### src/verilog/lab7_pkg.sv
package lab7_pkg;

    //////////////////////////////
    // Widths and codes
    //////////////////////////////

    // Data word from the switches
    localparam int data_w = 16;

    // Eight digits on the board, four of them used
    localparam int digits_n = 8;

    typedef logic [3:0] shamt_t;

    // Active low, bit 0 is segment a, bit 6 is segment g
    typedef logic [6:0] seg_t;

    localparam seg_t seg_blank = 7'b111_1111;

    typedef logic [7:0] led_t;

    //////////////////////////////
    // Grouped signals
    //////////////////////////////

    // One bit per push button, raw levels or press pulses
    typedef struct packed {
        logic up;
        logic down;
        logic left;
        logic right;
        logic centre;
    } btn_t;

    // Field order matches the low six LED bits
    typedef struct packed {
        shamt_t shamt;
        logic   rotate;  // 0 logical, 1 rotate
        logic   dir;     // 0 left, 1 right
    } shift_ctrl_t;

endpackage

### src/verilog/barrel_shifter16.sv
module barrel_shifter16 (
    input  logic [lab7_pkg::data_w-1:0] data_in,
    input  lab7_pkg::shift_ctrl_t       ctrl,
    output logic [lab7_pkg::data_w-1:0] data_out
);

    localparam int W      = lab7_pkg::data_w;
    localparam int STAGES = $bits(lab7_pkg::shamt_t);

    // Stage s moves by 2**s when shamt bit s is set
    logic [STAGES:0][W-1:0] stage;

    assign stage[0] = data_in;

    for (genvar s = 0; s < STAGES; s++) begin : g_stage
        localparam int AMT = 1 << s;

        logic [W-1:0] wrap_l;
        logic [W-1:0] wrap_r;
        logic [W-1:0] moved;

        // Bits that fall off one end, kept only for rotate
        assign wrap_l = ctrl.rotate ? (stage[s] >> (W - AMT)) : '0;
        assign wrap_r = ctrl.rotate ? (stage[s] << (W - AMT)) : '0;

        always_comb begin
            if (ctrl.dir) begin
                moved = (stage[s] >> AMT) | wrap_r;
            end else begin
                moved = (stage[s] << AMT) | wrap_l;
            end
        end

        assign stage[s+1] = ctrl.shamt[s] ? moved : stage[s];
    end

    assign data_out = stage[STAGES];

endmodule

### src/verilog/button_conditioner.sv
module button_conditioner #(
    parameter int STABLE_TICKS = 10
) (
    input  logic clk,
    input  logic arst_n,
    input  logic scan_tick,
    input  logic raw,
    output logic press
);

    localparam int CNT_W = $clog2(STABLE_TICKS + 1);

    logic [1:0]       sync_q;
    logic [CNT_W-1:0] stable_cnt;
    logic             state_q;
    logic             state_d1;

    // Two-flop synchronizer on the raw pin
    always_ff @(posedge clk or negedge arst_n) begin
        if (!arst_n) begin
            sync_q <= 2'b00;
        end else begin
            sync_q <= {sync_q[0], raw};
        end
    end

    //////////////////////////////
    // Debounce
    //////////////////////////////

    // Count samples that disagree with the debounced state,
    // any agreeing sample restarts the run
    always_ff @(posedge clk or negedge arst_n) begin
        if (!arst_n) begin
            stable_cnt <= '0;
            state_q    <= 1'b0;
        end else if (scan_tick) begin
            if (sync_q[1] == state_q) begin
                stable_cnt <= '0;
            end else if (stable_cnt == CNT_W'(STABLE_TICKS - 1)) begin
                stable_cnt <= '0;
                state_q    <= sync_q[1];
            end else begin
                stable_cnt <= stable_cnt + 1'b1;
            end
        end
    end

    always_ff @(posedge clk or negedge arst_n) begin
        if (!arst_n) begin
            state_d1 <= 1'b0;
        end else begin
            state_d1 <= state_q;
        end
    end

    // Rising edge of the debounced level
    assign press = state_q & ~state_d1;

    a_press_single : assert property (
        @(posedge clk) disable iff (!arst_n)
        press |=> !press
    );

endmodule

### src/verilog/lab7_top.sv
module lab7_top #(
    parameter int SCAN_DIV     = 100000,
    parameter int STABLE_TICKS = 10
) (
    input  logic                          clk,
    input  logic                          arst_n,
    input  logic [lab7_pkg::data_w-1:0]   sw,
    input  lab7_pkg::btn_t                btn,
    output lab7_pkg::led_t                led,
    output logic [lab7_pkg::digits_n-1:0] an,
    output lab7_pkg::seg_t                seg
);

    localparam int N_BTN = $bits(lab7_pkg::btn_t);

    logic                        scan_tick;
    lab7_pkg::btn_t              press;
    lab7_pkg::shift_ctrl_t       ctrl;
    logic [lab7_pkg::data_w-1:0] shifted;

    // Common pace for debounce and scanning
    tick_divider #(
        .SCAN_DIV(SCAN_DIV)
    ) u_tick (
        .clk      (clk),
        .arst_n   (arst_n),
        .scan_tick(scan_tick)
    );

    //////////////////////////////
    // Buttons
    //////////////////////////////

    // One conditioner per struct field, bit order follows btn_t
    for (genvar i = 0; i < N_BTN; i++) begin : g_btn
        button_conditioner #(
            .STABLE_TICKS(STABLE_TICKS)
        ) u_cond (
            .clk      (clk),
            .arst_n   (arst_n),
            .scan_tick(scan_tick),
            .raw      (btn[i]),
            .press    (press[i])
        );
    end

    shift_control u_ctrl (
        .clk   (clk),
        .arst_n(arst_n),
        .press (press),
        .ctrl  (ctrl),
        .led   (led)
    );

    //////////////////////////////
    // Datapath and display
    //////////////////////////////

    barrel_shifter16 u_shift (
        .data_in (sw),
        .ctrl    (ctrl),
        .data_out(shifted)
    );

    seg7_scan8 u_scan (
        .clk      (clk),
        .arst_n   (arst_n),
        .scan_tick(scan_tick),
        .value    (shifted),
        .an       (an),
        .seg      (seg)
    );

endmodule

### src/verilog/seg7_scan8.sv
module seg7_scan8 (
    input  logic                          clk,
    input  logic                          arst_n,
    input  logic                          scan_tick,
    input  logic [lab7_pkg::data_w-1:0]   value,
    output logic [lab7_pkg::digits_n-1:0] an,
    output lab7_pkg::seg_t                seg
);

    localparam int IDX_W      = $clog2(lab7_pkg::digits_n);
    localparam int HEX_DIGITS = lab7_pkg::data_w / 4;

    logic [IDX_W-1:0]             idx;
    logic [3:0]                   nibble;
    lab7_pkg::seg_t               seg_next;
    logic [lab7_pkg::digits_n-1:0] an_next;

    // Active-low hex patterns, gfedcba
    function automatic lab7_pkg::seg_t hex_to_seg(input logic [3:0] h);
        case (h)
            4'h0: hex_to_seg = 7'b100_0000;
            4'h1: hex_to_seg = 7'b111_1001;
            4'h2: hex_to_seg = 7'b010_0100;
            4'h3: hex_to_seg = 7'b011_0000;
            4'h4: hex_to_seg = 7'b001_1001;
            4'h5: hex_to_seg = 7'b001_0010;
            4'h6: hex_to_seg = 7'b000_0010;
            4'h7: hex_to_seg = 7'b111_1000;
            4'h8: hex_to_seg = 7'b000_0000;
            4'h9: hex_to_seg = 7'b001_0000;
            4'ha: hex_to_seg = 7'b000_1000;
            4'hb: hex_to_seg = 7'b000_0011;
            4'hc: hex_to_seg = 7'b100_0110;
            4'hd: hex_to_seg = 7'b010_0001;
            4'he: hex_to_seg = 7'b000_0110;
            default: hex_to_seg = 7'b000_1110;
        endcase
    endfunction

    //////////////////////////////
    // Digit select
    //////////////////////////////

    assign nibble = 4'(value >> {idx, 2'b00});

    always_comb begin
        an_next      = '1;
        an_next[idx] = 1'b0;
        if (idx < IDX_W'(HEX_DIGITS)) begin
            seg_next = hex_to_seg(nibble);
        end else begin
            // Upper digits stay dark
            seg_next = lab7_pkg::seg_blank;
        end
    end

    // Anode and pattern change on the same edge
    always_ff @(posedge clk or negedge arst_n) begin
        if (!arst_n) begin
            idx <= '0;
            an  <= '1;
            seg <= lab7_pkg::seg_blank;
        end else if (scan_tick) begin
            idx <= idx + 1'b1;
            an  <= an_next;
            seg <= seg_next;
        end
    end

    // Never drive two digits at once
    a_one_anode : assert property (
        @(posedge clk) disable iff (!arst_n)
        $onehot0(~an)
    );

endmodule

### src/verilog/shift_control.sv
module shift_control (
    input  logic                   clk,
    input  logic                   arst_n,
    input  lab7_pkg::btn_t         press,
    output lab7_pkg::shift_ctrl_t  ctrl,
    output lab7_pkg::led_t         led
);

    logic       dir_q;
    logic       rot_q;
    logic       sh0_q;
    logic       sh1_q;
    logic [1:0] centre_cnt;

    //////////////////////////////
    // Toggles
    //////////////////////////////

    always_ff @(posedge clk or negedge arst_n) begin
        if (!arst_n) begin
            dir_q <= 1'b0;
            rot_q <= 1'b0;
            sh0_q <= 1'b0;
            sh1_q <= 1'b0;
        end else begin
            if (press.up) begin
                dir_q <= ~dir_q;
            end
            if (press.down) begin
                rot_q <= ~rot_q;
            end
            if (press.left) begin
                sh0_q <= ~sh0_q;
            end
            if (press.right) begin
                sh1_q <= ~sh1_q;
            end
        end
    end

    // Upper shift bits, wraps 3 to 0
    always_ff @(posedge clk or negedge arst_n) begin
        if (!arst_n) begin
            centre_cnt <= 2'd0;
        end else if (press.centre) begin
            centre_cnt <= centre_cnt + 2'd1;
        end
    end

    assign ctrl.dir    = dir_q;
    assign ctrl.rotate = rot_q;
    assign ctrl.shamt  = {centre_cnt, sh1_q, sh0_q};

    // Two unused LEDs, then shamt, rotate, dir
    assign led = {2'b00, ctrl};

endmodule

### src/verilog/tick_divider.sv
module tick_divider #(
    parameter int SCAN_DIV = 100000
) (
    input  logic clk,
    input  logic arst_n,
    output logic scan_tick
);

    localparam int CNT_W = (SCAN_DIV > 1) ? $clog2(SCAN_DIV) : 1;

    logic [CNT_W-1:0] cnt;

    // Wraps at SCAN_DIV-1, tick follows on the next edge
    always_ff @(posedge clk or negedge arst_n) begin
        if (!arst_n) begin
            cnt       <= '0;
            scan_tick <= 1'b0;
        end else begin
            if (cnt == CNT_W'(SCAN_DIV - 1)) begin
                cnt       <= '0;
                scan_tick <= 1'b1;
            end else begin
                cnt       <= cnt + 1'b1;
                scan_tick <= 1'b0;
            end
        end
    end

    // Debounce and scan both rely on single-cycle ticks
    a_tick_single : assert property (
        @(posedge clk) disable iff (!arst_n)
        scan_tick |=> !scan_tick
    );

endmodule
### config.mk
export PLATFORM = sky130hd
export DESIGN_NAME = lab7_top
export DESIGN_NICKNAME = d
export VERILOG_FILES = /design/src/verilog/lab7_pkg.sv /design/src/verilog/barrel_shifter16.sv /design/src/verilog/button_conditioner.sv /design/src/verilog/lab7_top.sv /design/src/verilog/seg7_scan8.sv /design/src/verilog/shift_control.sv /design/src/verilog/tick_divider.sv
export SDC_FILE = /design/constraint.sdc
export NUM_CORES = 1
export LEC_CHECK = 0
export BUFFER_PORTS_ARGS = -buffer_cell sky130_fd_sc_hd__buf_2
export CORE_MARGIN = 2
export CORE_UTILIZATION = 25
export DETAILED_ROUTE_END_ITERATION = 6
export PLACE_DENSITY_LB_ADDON = 0.05
export SLEW_MARGIN = 20
export SYNTH_ARGS = -nofsm -noshare
export SYNTH_HDL_FRONTEND = slang
export SYNTH_HIERARCHICAL = 1
export SYNTH_SLANG_ARGS = --single-unit
### constraint.sdc
create_clock -name clk -period 4.3 [get_ports clk]
set_clock_uncertainty 0.2 [all_clocks]
set_input_delay 0.215 -clock clk [delete_from_list [all_inputs] [get_ports clk]]
set_output_delay 0.215 -clock clk [all_outputs]
set_load 0.05 [all_outputs]
# Yosys cells after proc, flatten, opt, wreduce, memory -nomap -nowiden
# Memory sizes are Yosys's and may differ from the RTL's.
# Index checks and enable logic that the tools add are counted.
[totals] reg_bits=82 in_bits=23 wordCells=119 memories=1 rom_bits=112 latch_bits=0 mem_bits_rw=0
[op_classes] n_lt_le_gt_ge=3 n_div=0 shifts=1 multipliers=0 n_eq_ne=11 n_reduce_logical=6 mux=31 bitwise=28 add_sub_neg=8
[memory_table] name="(no name shown)" words=16 word_bits=7 rd=1 rd_ports_with_merged_regs=0 wr=0 line="seg7_scan8.sv:20" rtl="case (h)"
[ops] operator="two-way mux 16 bit" n=12
[ops] operator="two-way mux 4 bit" n=11
[ops] operator="bitwise OR 16 bit" n=2
[ops] operator="adder 4 x 1 -> 4 bit, second input constant" n=5
[ops] operator="== test 4 bit, second input constant" n=5
[ops] operator="adder 17 x 1 -> 17 bit, second input constant" n=1
[ops] operator="== test 17 bit, second input constant" n=1
[ops] operator="two-way mux 17 bit" n=1
[ops] operator="bitwise OR 12 x 16 -> 16 bit" n=1
[ops] operator="bitwise OR 14 x 16 -> 16 bit" n=1
[ops] operator="bitwise OR 15 x 16 -> 16 bit" n=1
[ops] operator="bitwise OR 16 x 4 -> 16 bit" n=1
[ops] operator="bitwise OR 16 x 8 -> 16 bit" n=1
[ops] operator="bitwise OR 8 x 16 -> 16 bit" n=1
[ops] operator="right shift 16 x 5 -> 4 bit" n=1
[ops] operator="AND reduction 3 bit" n=5
[ops] operator="NOT 1 bit" n=14
[ops] operator="two-way mux 8 bit" n=1
[ops] operator="NOT 8 bit" n=1
[ops] operator="two-way mux 7 bit" n=1
[ops] operator="AND 1 bit" n=5
[ops] operator="== test 1 bit" n=5
[ops] operator="less-than comparator 3 x 4 -> 1 bit, second input constant" n=1
[ops] operator="adder 3 x 1 -> 3 bit, second input constant" n=1
[ops] operator="7 further kinds" n=9

# Depth between registers and ports, before layout
# An unclocked memory read counts as a cell.
[depth] word_depth=19 mapped_depth=16

# Cells and area by module
# The synthesis kept the hierarchy.
[modules_own_cells] module="button_conditioner" n_inst=5 area_per_inst_um2=362.8 seq_area_each_um2=200.2 cells_per_inst=30
[modules_own_cells] module="barrel_shifter16" n_inst=1 area_per_inst_um2=1622.8 seq_area_each_um2=0.0 cells_per_inst=231
[modules_own_cells] module="seg7_scan8" n_inst=1 area_per_inst_um2=1157.4 seq_area_each_um2=469.2 cells_per_inst=111
[modules_own_cells] module="tick_divider" n_inst=1 area_per_inst_um2=818.3 seq_area_each_um2=450.4 cells_per_inst=75
[modules_own_cells] module="shift_control" n_inst=1 area_per_inst_um2=300.3 seq_area_each_um2=150.1 cells_per_inst=26

# Least setup slack after synthesis
# No wires, ideal clock.
[synth_timing] kind="reg2reg" start="register u_ctrl.dir_q" end="register u_scan.seg[4]" setup_ns=0.088 n_path_buf=1 path_stages_with_launch=13 required_time_ns=4.012 period_less_slack_ns=3.314 t_arrival_ns=3.026 slack_ns=0.986 cell_sequence="dfrtp_1 -> buf_4 -> clkinv_1 -> mux4_1 -> a21oi_1 -> a221o_1 -> o32ai_1 -> mux4_2 -> nand2b_1 -> inv_1 -> ha_1 -> mux2_4 -> a221oi_2"
[synth_between] elab_cells_between_ends=23 cone_classes="1 x shift; 15 x mux; 6 x bitwise; 1 x memory"
[synth_rtl] element="start: declaration" line="shift_control.sv:9" rtl="logic dir_q;"
[synth_rtl] element="start signal: assignment" line="shift_control.sv:27" rtl="dir_q <= ~dir_q;"
[synth_rtl] element="two-way mux 16 bit" line="barrel_shifter16.sv:27" rtl="if (ctrl.dir) begin"
[synth_rtl] element="two-way mux 16 bit" line="barrel_shifter16.sv:34" rtl="assign stage[s+1] = ctrl.shamt[s] ? moved : stage[s];"
[synth_rtl] element="two-way mux 2 bit" line="barrel_shifter16.sv:23" rtl="assign wrap_l = ctrl.rotate ? (stage[s] >> (W - AMT)) : '0;"
[synth_rtl] element="bitwise OR 16 bit" line="barrel_shifter16.sv:30" rtl="moved = (stage[s] << AMT) | wrap_l;"
[synth_rtl] element="two-way mux 16 bit" line="barrel_shifter16.sv:27"
[synth_rtl] element="two-way mux 16 bit" line="barrel_shifter16.sv:34"
[synth_rtl] element="bitwise OR 16 x 4 -> 16 bit" line="barrel_shifter16.sv:30"
[synth_rtl] element="two-way mux 16 bit" line="barrel_shifter16.sv:27"
[synth_rtl] element="two-way mux 16 bit" line="barrel_shifter16.sv:34"
[synth_rtl] element="two-way mux 16 bit" line="barrel_shifter16.sv:24" rtl="assign wrap_r = ctrl.rotate ? (stage[s] << (W - AMT)) : '0;"
[synth_rtl] element="bitwise OR 8 x 16 -> 16 bit" line="barrel_shifter16.sv:28" rtl="moved = (stage[s] >> AMT) | wrap_r;"
[synth_rtl] element="two-way mux 16 bit" line="barrel_shifter16.sv:27"
[synth_rtl] element="two-way mux 16 bit (*)" line="barrel_shifter16.sv:34"
[synth_rtl] element="named net shifted, one bit" line="lab7_top.sv:19" rtl="logic [lab7_pkg::data_w-1:0] shifted;"
[synth_rtl] element="right shift 16 x 5 -> 4 bit (*)" line="seg7_scan8.sv:44" rtl="assign nibble = 4'(value >> {idx, 2'b00});"
[synth_rtl] element="memory (16 x 7 bit) (*)"
[synth_rtl] element="two-way mux 7 bit (*)" line="seg7_scan8.sv:49" rtl="if (idx < IDX_W'(HEX_DIGITS)) begin"
[synth_rtl] element="end signal: assignment" line="seg7_scan8.sv:62" rtl="seg <= lab7_pkg::seg_blank;"
[synth_rtl] element="end signal: assignment" line="seg7_scan8.sv:66" rtl="seg <= seg_next;"
[synth_rtl] element="end: declaration" line="seg7_scan8.sv:7" rtl="output lab7_pkg::seg_t seg"
# The timed path passes the listed nets; every way through them passes the cells marked *.
# A chain may end at the register's enable or synchronous reset.

# Worst setup path in the final report
[layout_timing] start="register u_ctrl.sh1_q" end="register u_scan.seg[4]"
[layout_between] elab_chain_len=12 elab_cells_between_ends=16 cone_classes="1 x shift; 10 x mux; 4 x bitwise; 1 x memory"
[layout_lines] element="start: declaration" line="shift_control.sv:12" rtl="logic sh1_q;"
[layout_lines] element="start signal: assignment" line="shift_control.sv:36" rtl="sh1_q <= ~sh1_q;"
[layout_lines] element="two-way mux 16 bit (*)" line="barrel_shifter16.sv:34"
[layout_lines] element="two-way mux 16 bit" line="barrel_shifter16.sv:24"
[layout_lines] element="bitwise OR 12 x 16 -> 16 bit" line="barrel_shifter16.sv:28"
[layout_lines] element="two-way mux 16 bit" line="barrel_shifter16.sv:27"
[layout_lines] element="two-way mux 16 bit (*)" line="barrel_shifter16.sv:34"
[layout_lines] element="two-way mux 8 bit" line="barrel_shifter16.sv:23"
[layout_lines] element="bitwise OR 16 x 8 -> 16 bit" line="barrel_shifter16.sv:30"
[layout_lines] element="two-way mux 16 bit" line="barrel_shifter16.sv:27"
[layout_lines] element="two-way mux 16 bit (*)" line="barrel_shifter16.sv:34"
[layout_lines] element="named net shifted, one bit" line="lab7_top.sv:19"
[layout_lines] element="right shift 16 x 5 -> 4 bit (*)" line="seg7_scan8.sv:44"
[layout_lines] element="memory (16 x 7 bit) (*)"
[layout_lines] element="two-way mux 7 bit (*)" line="seg7_scan8.sv:49"
# Marks and branches as above.

==> results.tsv <==
stage	metric	value	unit
synth	synth_flop_cell	dfrtp_1	
floorplan	fp.dieW	155.2	um
clock_tree	h-tree-depth	3	
power_and_ir_drop	power.share.sequential	47.8	%
clock_tree	clk_pin_slew	60	ps
placed_design	dpl_cell_area	6115	um2
timing	max_freq	278.3	MHz
grt	grt_pass1_vias	4636	
power_and_ir_drop	power.share.clock	43.8	%
power_and_ir_drop	cellLeakagePower	0.002564	uW
clock_tree	cts_tree	yes	
power_and_ir_drop	p_sw	396.4	uW
setup_path	endpoint_kind	register	
min_path	holdCritPathClass	reg -> reg	
detailed_routing	antenna_left	0	
timing	whs	146.6	ps
grt	grt.total_usage	13.14	%
synth	async_reset_ff_share	100.0	%
grt	antenna_found_initial	0	
cells_and_area	area_growth	12.88	%
detailed_routing	drc	0	
clock_tree	cts_made_buffers	9	
clock_tree	clkSinkCount	82	
power_and_ir_drop	switching_share	24.31	%
setup_path	cp_max_fo	12	
placed_design	dp.final_hpwl	11060	um
timing	fin_crit_sh	83.56	%
cells_and_area	final_cell_mix	dfrtp_1, nor2_1, buf_2, nand2_1, inv_1	
detailed_routing	num_vias	4609	
setup_path	required	4360	ps
cells_and_area	antennaDiodeCount	0	
flow_run	cap_violations	0	
timing	slew_viol_final	0	
cells_and_area	layout-drive-gt1-share	20.26	%
detailed_routing	routed_wl	15350	um
grt	top_usage_layer	met2	
power_and_ir_drop	ir_drop	0.1593	mV
clock_tree	cts_max_path_buffers	2	
synth	synth.avg_cell_area	9.634	um2
timing	setup-violations-final	0	
floorplan	die-height	155.2	um
power_and_ir_drop	p_int	1234	uW
placed_design	gp_congestion	0.8183	
grt	met2_usage	21.27	%
synth	syn_area	5713	um2
cells_and_area	fillers	2348	
synth	synth.distinct_cells	76	
detailed_routing	dr.pass1.iters	4	
timing	setup_ws	707.0	ps
floorplan	start_util	25.39	%
synth	synth_area_leaders	dfrtp_1, dfstp_2, mux2i_1, ha_1, nor2_1	
clock_tree	cts-root-buf	clkbuf_16	
detailed_routing	vias_per_cell	5.054	
floorplan	core-area	22500	um2
grt	grt_pass1_wl	25270	um
grt	grt_use_met1	17.74	%
power_and_ir_drop	power.density	252.8	nW/um2
clock_tree	insertion_delay	340	ps
floorplan	die_area	24080	um2
detailed_routing	wl_per_cell	16.83	um
setup_path	arrival	3650	ps
timing	worst_pin_slew	937.1	ps
timing	relSlewSlack	37.53	%
clock_tree	cts_resized	0	
synth	ys_ff_latch	82	
power_and_ir_drop	power	1630	uW
cells_and_area	final_nets	663	
timing	hold_viol	0	
grt	grt_use_met3	1.727	%
grt	grt_max_degree	71	
timing	rsz0062_at_grt	false	
grt	grt-ovfl-total	0	
placed_design	place_ws	687.2	ps
power_and_ir_drop	comb_power_share	8.3	%
setup_path	criticalPathCategory	reg -> reg	
synth	synth_top_area_share	29.35	%
timing	fin_crit	3593	ps
synth	synth_area_leader_cell	dfrtp_1	
floorplan	io_pins	46	
synth	synth_warnings	6	
cells_and_area	final_common_cell	dfrtp_1	
synth	netlist_instances	593	
placed_design	io_buffers	43	
synth	ys_seq_area_share	36.25	%
detailed_routing	drt_iter0_drc	357	
setup_path	critPathLaunchType	register	
timing	finalSetupTns	0	ps
outcome	outcome	completed	
floorplan	std_cell_rows	55	
synth	synth_edf_count	0	
cells_and_area	design_area	6449	um2
[metal layers]
layer  vias up  share of wire, %
met5         -                 0
met4         0               2.6
met3        20               3.5
met2        83                47
met1      2258                47
li1       2248                 -
[stage by stage]
| stage | instances | util (%) |
|---|---|---|
| after global routing | 912 | 28.66 |
| final | 912 | 28.66 |
| after CTS | 912 | 28.66 |
| after detailed placement | 890 | 27.17 |
| after floorplan | 594 | - |
| after global placement | 890 | 27.17 |
[worst max-delay path, stage by stage (launching register included)]
cell and delay (ps):
dfrtp_1 500, buf_4 240, nand2_1 250, nor2_1 90, nor3_1 410, a221o_1 250
o32ai_1 90, mux4_2 500, nand2b_1 190, inv_1 110, ha_1 190, mux2_4 270
a221oi_2 230
[final timing paths]
kind,startpoint,endpoint,slack [ps],cells after the start
max in group asynchronous,arst_n,u_ctrl/dir_q,2740,3
worst min-delay path,g_btn[1].u_cond/sync_q[0],g_btn[1].u_cond/sync_q[1],150,0
worst max-delay path,u_ctrl/sh1_q,u_scan/seg[4],710,12
min in group asynchronous,arst_n,u_scan/idx[2],350,2
worst min register to register,g_btn[1].u_cond/sync_q[0],g_btn[1].u_cond/sync_q[1],150,0
worst max register to register,u_ctrl/sh1_q,u_scan/seg[4],710,12
[logic make-up after synthesis]
kind of cell    count (synthesis)  share of synthesized area [%]
other cells                     1                        0.06564
buf+inv                        76                          7.183
mux                            52                          10.91
simple gates                  184                          16.32
compound gates                152                          20.39
flops                          82                          36.25
fa+ha+maj                      18                          3.942
xor+xnor                       28                          4.950
[power groups by stage]
stage | Clock, uW | Combinational, uW | Sequential, uW
after floorplan | 0 | 72.9 | 793
after global placement | 0 | 134 | 794
after detailed placement | 0 | 133 | 794
after CTS | 759 | 138 | 780
after global routing | 785 | 151 | 780
final | 714 | 136 | 780
[sequential cells by signal (all words and copies together) (netlist names)]
register                 count
u_scan/idx                   3
u_tick/cnt                  17
u_ctrl/sh1_q                 1
g_btn.u_cond/stable_cnt     20
g_btn.u_cond/sync_q         10
u_tick/scan_tick             1
g_btn.u_cond/state_q         5
u_scan/seg                   7
u_ctrl/rot_q                 1
g_btn.u_cond/state_d1        5
u_ctrl/sh0_q                 1
u_ctrl/centre_cnt            2
u_ctrl/dir_q                 1
u_scan/an                    8
[synth_stat cells, types with 9 or more instances]
| library cell | instances |
|---|---|
| inv_1 | 31 |
| mux2_2 | 14 |
| mux2i_1 | 30 |
| ha_1 | 18 |
| nor2_1 | 50 |
| nor3_1 | 11 |
| clkbuf_1 | 13 |
| dfrtp_1 | 67 |
| dfstp_2 | 15 |
| xor2_1 | 11 |
| nand3_1 | 20 |
| a21oi_1 | 17 |
| nand4_1 | 15 |
| buf_4 | 13 |
| nand2b_1 | 23 |
| o21ai_0 | 18 |
| nand2_1 | 35 |
| o211ai_1 | 11 |
| o22ai_1 | 20 |
| xnor2_1 | 12 |
| buf_6 | 9 |
[area by class of cell]
type	instances	area [um2]	share of cell area, %
Multi-Input combinational cell	436	3236	50.17
Clock inverter	4	27.53	0.4269
Sequential cell	82	2073	32.15
Timing Repair Buffer	60	385.4	5.976
Clock buffer	12	246.5	3.822
Inverter	33	123.9	1.921
Tap cell	285	356.6	5.530
[repair_timing]
item,4_1_cts,5_1_grt
hold buffers,6,0
hold endpoints to repair,59,0
setup buffers,0,0
(Power assumes the default switching activity.)
